$ cat src/mem_pkg.sv
package mem_pkg;

    localparam int WORD_W     = 32;              // data word
    localparam int REG_ADDR_W = 5;               // gpr address

    // memory op is {class, size}
    localparam int         MEM_OP_W        = 4;
    localparam logic [1:0] MEM_CLASS_NONE  = 2'b00;
    localparam logic [1:0] MEM_CLASS_LOAD  = 2'b01;
    localparam logic [1:0] MEM_CLASS_STORE = 2'b10;
    localparam logic [1:0] MEM_SIZE_WORD   = 2'b00;
    localparam logic [1:0] MEM_SIZE_BYTE   = 2'b01; // byte loads zero-extend

    // address split {tag, index, offset}
    localparam int OFFSET_W   = 4;
    localparam int OFFSET_LSB = 0;
    localparam int INDEX_W    = 8;
    localparam int INDEX_LSB  = 4;
    localparam int TAG_W      = 20;
    localparam int TAG_LSB    = 12;

    localparam int SETS        = 256;            // sets per way
    localparam int LINE_W      = 128;            // four words
    localparam int TAG_ENTRY_W = 21;             // {valid, tag}

    // dcache controller states
    localparam logic [1:0] DC_IDLE      = 2'd0;
    localparam logic [1:0] DC_WRITEBACK = 2'd1;  // dirty victim to l2
    localparam logic [1:0] DC_REFILL    = 2'd2;  // new line from l2
    localparam logic [1:0] DC_FILL      = 2'd3;  // line lands in l1

    // word 0 sits at the lowest address
    typedef union packed {
        logic [LINE_W-1:0]                      raw;
        logic [LINE_W/WORD_W-1:0][WORD_W-1:0]   words;
    } cache_line_u;

endpackage

$ cat src/mem_ctrl.sv
`timescale 1ns/1ps

module mem_ctrl (
    input  logic                           ex_en,          // ex/mem fields valid
    input  logic [mem_pkg::MEM_OP_W-1:0]   ex_mem_op,      // {class, size}
    input  logic [mem_pkg::WORD_W-1:0]     ex_mem_wr_data, // store data
    input  logic [mem_pkg::WORD_W-1:0]     ex_out,         // alu result, doubles as address
    input  mem_pkg::cache_line_u           read_line,      // line of the hit way
    input  logic                           hit,
    output logic [mem_pkg::WORD_W-1:0]     addr,
    output logic [mem_pkg::WORD_W-1:0]     wr_data,        // store word, byte replicated
    output mem_pkg::cache_line_u           wr_line,        // read_line with store merged
    output logic                           memwrite,
    output logic                           access_mem,
    output logic [mem_pkg::WORD_W-1:0]     out,            // stage result
    output logic                           miss_align
);

    logic [1:0]                 op_class;
    logic [1:0]                 op_size;
    logic                       is_load;
    logic                       is_store;
    logic                       is_byte;
    logic [1:0]                 word_sel;  // word within line
    logic [1:0]                 byte_sel;  // byte within word
    logic [mem_pkg::WORD_W-1:0] ld_word;
    logic [7:0]                 ld_byte;

    assign op_class = ex_mem_op[3:2];
    assign op_size  = ex_mem_op[1:0];
    assign is_load  = ex_en && (op_class == mem_pkg::MEM_CLASS_LOAD);
    assign is_store = ex_en && (op_class == mem_pkg::MEM_CLASS_STORE);
    assign is_byte  = op_size == mem_pkg::MEM_SIZE_BYTE;

    assign addr     = ex_out;
    assign word_sel = addr[mem_pkg::OFFSET_LSB+2 +: 2];
    assign byte_sel = addr[mem_pkg::OFFSET_LSB +: 2];

    // only word accesses can be misaligned
    assign miss_align = (is_load || is_store) && (op_size == mem_pkg::MEM_SIZE_WORD)
                        && (byte_sel != 2'b00);
    assign access_mem = (is_load || is_store) && !miss_align;
    assign memwrite   = is_store && !miss_align;

    assign ld_word = read_line.words[word_sel];
    assign ld_byte = ld_word[{byte_sel, 3'b000} +: 8];
    assign wr_data = is_byte ? {4{ex_mem_wr_data[7:0]}} : ex_mem_wr_data;

    always_comb begin
        wr_line = read_line;  // untouched bytes keep cache contents
        if (is_byte) begin
            wr_line.words[word_sel][{byte_sel, 3'b000} +: 8] = wr_data[7:0];
        end else begin
            wr_line.words[word_sel] = wr_data;
        end
    end

    always_comb begin
        out = ex_out;  // non-loads pass the ex result
        if (is_load && hit) begin
            out = is_byte ? {{(mem_pkg::WORD_W-8){1'b0}}, ld_byte} : ld_word;
        end
    end

endmodule

$ cat src/dcache_ctrl.sv
`timescale 1ns/1ps

module dcache_ctrl (
    input  logic                              clk,
    input  logic                              rst,
    input  logic [mem_pkg::WORD_W-1:0]        addr,        // cpu address
    input  mem_pkg::cache_line_u              wr_line,     // merged store line
    input  logic                              memwrite,
    input  logic                              access_mem,
    input  logic                              lru,         // way to replace next
    input  logic [mem_pkg::TAG_ENTRY_W-1:0]   tag0_rd,
    input  logic [mem_pkg::TAG_ENTRY_W-1:0]   tag1_rd,
    input  logic [mem_pkg::LINE_W-1:0]        data0_rd,
    input  logic [mem_pkg::LINE_W-1:0]        data1_rd,
    input  logic                              dirty0,
    input  logic                              dirty1,
    input  logic                              l2_busy,
    input  logic                              l2_rdy,
    input  logic [mem_pkg::LINE_W-1:0]        l2_rd_data,
    output mem_pkg::cache_line_u              read_line,   // line of the hit way
    output logic                              hit,
    output logic                              hitway,      // 1 = way 1
    output logic                              miss_stall,
    output logic [mem_pkg::INDEX_W-1:0]       index,
    output logic [mem_pkg::TAG_ENTRY_W-1:0]   tag_wd,
    output logic                              tag0_rw,
    output logic                              tag1_rw,
    output logic [mem_pkg::LINE_W-1:0]        data_wd_dc,
    output logic                              data0_rw,
    output logic                              data1_rw,
    output logic                              dirty_wd,
    output logic                              dirty0_rw,
    output logic                              dirty1_rw,
    output logic                              lru_wr,      // flip lru of this set
    output logic                              irq,         // l2 request
    output logic                              l2_cache_rw, // 1 = write back
    output logic [mem_pkg::WORD_W-1:0]        l2_addr,     // line address
    output logic [mem_pkg::LINE_W-1:0]        l2_wr_data
);

    logic [1:0]                 state;
    logic                       victim;     // way picked at the miss
    logic [mem_pkg::LINE_W-1:0] fill_line;  // refill data from l2
    logic                       hit0;
    logic                       hit1;
    logic                       in_idle;
    logic                       vic_dirty;
    logic                       l2_done;    // request accepted this cycle
    logic [mem_pkg::TAG_W-1:0]  addr_tag;
    logic [mem_pkg::TAG_W-1:0]  vic_tag;

    assign index    = addr[mem_pkg::INDEX_LSB +: mem_pkg::INDEX_W];
    assign addr_tag = addr[mem_pkg::TAG_LSB +: mem_pkg::TAG_W];

    // tag compare, valid is the top entry bit
    assign hit0 = tag0_rd[mem_pkg::TAG_ENTRY_W-1] && (tag0_rd[mem_pkg::TAG_W-1:0] == addr_tag);
    assign hit1 = tag1_rd[mem_pkg::TAG_ENTRY_W-1] && (tag1_rd[mem_pkg::TAG_W-1:0] == addr_tag);

    assign in_idle        = state == mem_pkg::DC_IDLE;
    assign hit            = access_mem && in_idle && (hit0 || hit1);
    assign hitway         = hit1;
    assign read_line.raw  = hitway ? data1_rd : data0_rd;
    assign miss_stall     = !in_idle || (access_mem && !hit);
    assign vic_dirty      = lru ? (tag1_rd[mem_pkg::TAG_ENTRY_W-1] && dirty1)
                                : (tag0_rd[mem_pkg::TAG_ENTRY_W-1] && dirty0);
    assign l2_done        = irq && l2_rdy;

    // array is not written during the l2 phases, so these hold steady
    assign vic_tag     = victim ? tag1_rd[mem_pkg::TAG_W-1:0] : tag0_rd[mem_pkg::TAG_W-1:0];
    assign l2_cache_rw = state == mem_pkg::DC_WRITEBACK;
    assign l2_addr     = {l2_cache_rw ? vic_tag : addr_tag, index, {mem_pkg::OFFSET_W{1'b0}}};
    assign l2_wr_data  = victim ? data1_rd : data0_rd;

    always_ff @(posedge clk) begin
        if (rst) begin
            state  <= mem_pkg::DC_IDLE;
            victim <= 1'b0;
            irq    <= 1'b0;
        end else begin
            case (state)
                mem_pkg::DC_IDLE: begin
                    if (access_mem && !hit) begin
                        victim <= lru;  // replace least recently used way
                        state  <= vic_dirty ? mem_pkg::DC_WRITEBACK : mem_pkg::DC_REFILL;
                    end
                end
                mem_pkg::DC_WRITEBACK, mem_pkg::DC_REFILL: begin
                    if (l2_done) begin
                        irq   <= 1'b0;
                        state <= l2_cache_rw ? mem_pkg::DC_REFILL : mem_pkg::DC_FILL;
                    end else if (!irq && !l2_busy) begin
                        irq <= 1'b1;  // raise only when l2 is free
                    end
                end
                default: state <= mem_pkg::DC_IDLE;  // fill done
            endcase
        end
    end

    always_ff @(posedge clk) begin
        if ((state == mem_pkg::DC_REFILL) && l2_done) begin
            fill_line <= l2_rd_data;
        end
    end

    always_comb begin
        tag_wd     = {1'b1, addr_tag};  // only fills write tags
        data_wd_dc = wr_line.raw;
        dirty_wd   = 1'b1;
        tag0_rw    = 1'b0;
        tag1_rw    = 1'b0;
        data0_rw   = 1'b0;
        data1_rw   = 1'b0;
        dirty0_rw  = 1'b0;
        dirty1_rw  = 1'b0;
        lru_wr     = hit && (hitway == lru);  // point lru at the other way
        if (hit && memwrite) begin
            data0_rw  = !hitway;
            data1_rw  = hitway;
            dirty0_rw = !hitway;
            dirty1_rw = hitway;
        end else if (state == mem_pkg::DC_FILL) begin
            data_wd_dc = fill_line;
            dirty_wd   = 1'b0;  // fresh line is clean
            tag0_rw    = !victim;
            tag1_rw    = victim;
            data0_rw   = !victim;
            data1_rw   = victim;
            dirty0_rw  = !victim;
            dirty1_rw  = victim;
        end
    end

endmodule

$ cat src/mem_reg.sv
`timescale 1ns/1ps

module mem_reg (
    input  logic                              clk,
    input  logic                              rst,
    input  logic                              hold,         // pipeline or miss stall
    input  logic                              flush,
    input  logic                              ex_en,
    input  logic [mem_pkg::REG_ADDR_W-1:0]    ex_dst_addr,
    input  logic                              ex_gpr_we_,   // active low
    input  logic [mem_pkg::WORD_W-1:0]        out,          // stage result
    input  logic                              miss_align,
    output logic                              mem_en,
    output logic [mem_pkg::REG_ADDR_W-1:0]    mem_dst_addr,
    output logic                              mem_gpr_we_,
    output logic [mem_pkg::WORD_W-1:0]        mem_out
);

    always_ff @(posedge clk) begin
        if (rst) begin
            mem_en       <= 1'b0;
            mem_dst_addr <= '0;
            mem_gpr_we_  <= 1'b1;
            mem_out      <= '0;
        end else if (!hold) begin
            if (flush) begin
                mem_en       <= 1'b0;  // bubble
                mem_dst_addr <= '0;
                mem_gpr_we_  <= 1'b1;
                mem_out      <= '0;
            end else begin
                mem_en       <= ex_en;
                mem_dst_addr <= ex_dst_addr;
                mem_gpr_we_  <= ex_gpr_we_ || miss_align;  // no write on misalign
                mem_out      <= out;
            end
        end
    end

endmodule

$ cat src/mem_stage.sv
`timescale 1ns/1ps

module mem_stage (
    input  logic                              clk,
    input  logic                              rst,
    input  logic                              stall,
    input  logic                              flush,
    input  logic                              ex_en,
    input  logic [mem_pkg::MEM_OP_W-1:0]      ex_mem_op,
    input  logic [mem_pkg::WORD_W-1:0]        ex_mem_wr_data,
    input  logic [mem_pkg::REG_ADDR_W-1:0]    ex_dst_addr,
    input  logic                              ex_gpr_we_,
    input  logic [mem_pkg::WORD_W-1:0]        ex_out,
    output logic [mem_pkg::WORD_W-1:0]        fwd_data,     // forward to ex
    output logic                              miss_stall,
    output logic                              mem_en,
    output logic [mem_pkg::REG_ADDR_W-1:0]    mem_dst_addr,
    output logic                              mem_gpr_we_,
    output logic [mem_pkg::WORD_W-1:0]        mem_out,
    // l2 side
    input  logic                              l2_busy,
    input  logic                              l2_rdy,
    input  logic [mem_pkg::LINE_W-1:0]        l2_rd_data,
    output logic                              irq,
    output logic                              l2_cache_rw,
    output logic [mem_pkg::WORD_W-1:0]        l2_addr,
    output logic [mem_pkg::LINE_W-1:0]        l2_wr_data,
    // l1 array side
    input  logic                              lru,
    input  logic [mem_pkg::TAG_ENTRY_W-1:0]   tag0_rd,
    input  logic [mem_pkg::TAG_ENTRY_W-1:0]   tag1_rd,
    input  logic [mem_pkg::LINE_W-1:0]        data0_rd,
    input  logic [mem_pkg::LINE_W-1:0]        data1_rd,
    input  logic                              dirty0,
    input  logic                              dirty1,
    output logic [mem_pkg::INDEX_W-1:0]       index,
    output logic [mem_pkg::TAG_ENTRY_W-1:0]   tag_wd,
    output logic                              tag0_rw,
    output logic                              tag1_rw,
    output logic [mem_pkg::LINE_W-1:0]        data_wd_dc,
    output logic                              data0_rw,
    output logic                              data1_rw,
    output logic                              dirty_wd,
    output logic                              dirty0_rw,
    output logic                              dirty1_rw,
    output logic                              lru_wr
);

    logic [mem_pkg::WORD_W-1:0] addr;
    logic [mem_pkg::WORD_W-1:0] out;         // load data or ex result
    mem_pkg::cache_line_u       wr_line;
    mem_pkg::cache_line_u       read_line;
    logic                       memwrite;
    logic                       access_mem;
    logic                       hit;
    logic                       miss_align;
    logic                       hold;        // freeze mem/wb

    assign fwd_data = out;
    assign hold     = stall || miss_stall;

    // store word is already folded into wr_line, hit way into read_line
    mem_ctrl mem_ctrl_i (.wr_data (), .*);

    dcache_ctrl dcache_ctrl_i (.hitway (), .*);

    mem_reg mem_reg_i (.*);

endmodule

$ cat config.mk
export PLATFORM = sky130hd
export DESIGN_NAME = mem_stage
export DESIGN_NICKNAME = d
export VERILOG_FILES = /design/src/mem_pkg.sv /design/src/mem_ctrl.sv /design/src/dcache_ctrl.sv /design/src/mem_reg.sv /design/src/mem_stage.sv
export SDC_FILE = /design/constraint.sdc
export NUM_CORES = 1
export LEC_CHECK = 0
export ABC_AREA = 1
export ABC_CLOCK_PERIOD_IN_PS = 14130
export BUFFER_PORTS_ARGS = -buffer_cell sky130_fd_sc_hd__buf_2
export CORE_AREA = 2 2 354 356
export DETAILED_ROUTE_END_ITERATION = 10
export DIE_AREA = 0 0 356 358
export PLACE_DENSITY = 0.44
export SETUP_SLACK_MARGIN = 0.15
export SLEW_MARGIN = 10
export SYNTH_ARGS = -nofsm -noshare
export SYNTH_HDL_FRONTEND = slang
export SYNTH_HIERARCHICAL = 1
export SYNTH_SLANG_ARGS = --single-unit
$ cat constraint.sdc
create_clock -name clk -period 14.13 [get_ports clk]
set_clock_uncertainty 0.15 [all_clocks]
set_input_delay 2.826 -clock clk [delete_from_list [all_inputs] [get_ports clk]]
set_output_delay 2.826 -clock clk [all_outputs]
set_load 0.02 [all_outputs]
==> impl_metrics.ini <==
[outcome]
status = completed

[clock_tree]
clk_pin_slew_ps = 80
post_cts_buffers = 0
insertion_delay_ps = 540
clockBufferDepth = 2
root_buffer = clkbuf_16
cts_tree = done
ctsResizeCount = 0
clock_sinks = 171
hold_buffers = 0
htree_levels = 4
cts_made_buffers = 17

[sta]
period_needed_ps = 10790
max_freq_mhz = 92.66
fin_ws_ps = 3338
tightest_slew_ps = 1318
fin_setup_tns_ps = 0
relSlewSlack = 0.1157
finalMaxSlewViolations = 0
final-hold-violation-count = 0
setup_viol = 0
fin_crit_sh = 0.7638
rsz0062_at_grt = false

[route]
num_vias = 24680
wire_per_inst_um = 26.48
viasPerCell = 4.454
ant_nets = 0
drt_iter0_markers = 2508
routed_wl_um = 146800
drt_pass1_iterations = 6
drc = 0

[global_routing]
grt_overflow = 0
grt_pass1_wl_um = 191800
grt_pass1_vias = 22960
antenna_found_initial = 47
use_met3 = 0.04830
grt_util_met2 = 0.3713
grt_busiest_layer = met2
grt_use_met1 = 0.2712
grt_max_degree = 111
grt_use_total = 0.2202

[layout]
final_cell_mix = 1209 x nand2_1, 902 x buf_2, 381 x o21ai_0
post-route-util = 0.2011
final.fill_count = 14480
final_cells = 5542
areaGrowthSynthToFinish_pct = 32.56
nNetsFinal = 4407
final_common_cell = nand2_1
drive_gt1_frac = 0.2826

[place]
hpwl_um = 123000
dp_slack_ps = 3501
portBuffers = 903
dp_cells = 5505
gp_congestion = 0.9275

[power]
powerDensity_nw_per_um2 = 93.05
leakage_uw = 0.01289
ir_worst_vdd_mv = 0.1126

[critical_path]
regToRegSetupSlack_ps = 11060
timing.rr.start = dcache_ctrl_i/state[1]$_SDFFE_PP0P_
path_class = in -> out
required_ps = 11150
reg2regPathDepth = 9
cp-end-kind = output port
path_cells = buf_2 > clkinv_1 > ha_1 > inv_2 > nand2_1 > o21ai_0 > inv_1 > nand2_1 > a21oi_2 > nand2_4 > nand2_4 > buf_4 > nand2_1 > nand2_1 > buf_2
critical_path_arrival_ps = 7820
path_buf_inv = 6
crit_path_top_delay_cell = clkinv_1
critPathLaunch = ex_out[0]
slowest_delay_ps = 770
reg2reg_to = mem_reg_i/mem_out[16]$_SDFFE_PP0N_
cp.depth = 15
crit_end = data_wd_dc[22]
path_common_cell = nand2_1
startpoint_type = input port
crit_fanout = 81
cp_top_family = buffers and inverters

[synthesis]
synth.cell_area_um2 = 18700
avgSynthCellArea_um2 = 5.861
synthCells = 3191
yosysWarnings = 6

[die]
rows = 129
core_um2 = 123300
start_util = 0.1517
die_width_um = 356
die_y_um = 358
io_pins = 909
dieArea_um2 = 127400

[run]
drv_cap = 0

[hold_path]
min_path_cells = 2
hold_path_class = reg -> reg
## state kept, by name, summed over array words and instances (netlist names)
| register | cells |
|---|---|
| dcache_ctrl_i/victim | 1 |
| mem_reg_i/mem_dst_addr | 5 |
| mem_reg_i/mem_gpr_we_ | 1 |
| mem_reg_i/mem_out | 32 |
| dcache_ctrl_i/irq | 1 |
| dcache_ctrl_i/state | 2 |
| dcache_ctrl_i/fill_line | 128 |
| mem_reg_i/mem_en | 1 |
## how the worst min path moves through the flow
stage / to / slack (ps) / start
after floorplan: dcache_ctrl_i/state[1]$_SDFFE_PP0P_ / 370 / dcache_ctrl_i/state[1]$_SDFFE_PP0P_
after global placement: mem_reg_i/mem_out[30]$_SDFFE_PP0N_ / 290 / mem_reg_i/mem_out[30]$_SDFFE_PP0N_
after detailed placement: mem_reg_i/mem_out[30]$_SDFFE_PP0N_ / 300 / mem_reg_i/mem_out[30]$_SDFFE_PP0N_
after CTS: mem_reg_i/mem_out[30]$_SDFFE_PP0N_ / 310 / mem_reg_i/mem_out[30]$_SDFFE_PP0N_
after global routing: mem_reg_i/mem_out[1]$_SDFFE_PP0N_ / 330 / mem_reg_i/mem_out[1]$_SDFFE_PP0N_
final: mem_reg_i/mem_out[30]$_SDFFE_PP0N_ / 310 / mem_reg_i/mem_out[30]$_SDFFE_PP0N_
## per-stage QoR
stage / hold WS [ps] / total power [uW] / instance area, um2
after detailed placement: 296.9 / 1810 / 24190
final: 307.6 / 2307 / 24790
after floorplan: 375.0 / 1284 / 18710
after CTS: 308.2 / 2349 / 24780
after global routing: 335.0 / 2441 / 24790
after global placement: 291.5 / 1813 / 24190
## area by class of cell
type / instances / area, um2 / area share
flip-flops and latches: 171 / 4705 / 0.1898
clock inverters: 15 / 165.2 / 0.006662
clock buffers: 17 / 425.4 / 0.01716
inverters: 287 / 1097 / 0.04426
diodes: 5 / 12.51 / 0.0005047
well taps: 1637 / 2048 / 0.08261
multi-input cells: 2446 / 11320 / 0.4567
repair buffers: 964 / 5017 / 0.2024
## layer usage
layer / vias to the layer above / wire, um
met1: 11500 / 61030
met4: 46 / 6041
met2: 1179 / 69610
li1: 11730 / -
met3: 224 / 9774
met5: - / 295
## worst register-to-register path: stages, from the launching register on
cell and delay (ps):
dfxtp_1 370, inv_1 130, ha_1 270, nand2_1 240, inv_1 130, nand2_2 560, nor2_4 300, buf_4 510
nand2_2 210, a21oi_2 150
## where the power goes
group / leakage (uW) / switching (uW) / internal [uW]
registers: 0.00150 / 13.0 / 568
logic: 0.0111 / 872 / 338
clock network: 0.000287 / 278 / 237
No activity file was read; power rests on OpenSTA's default activity.
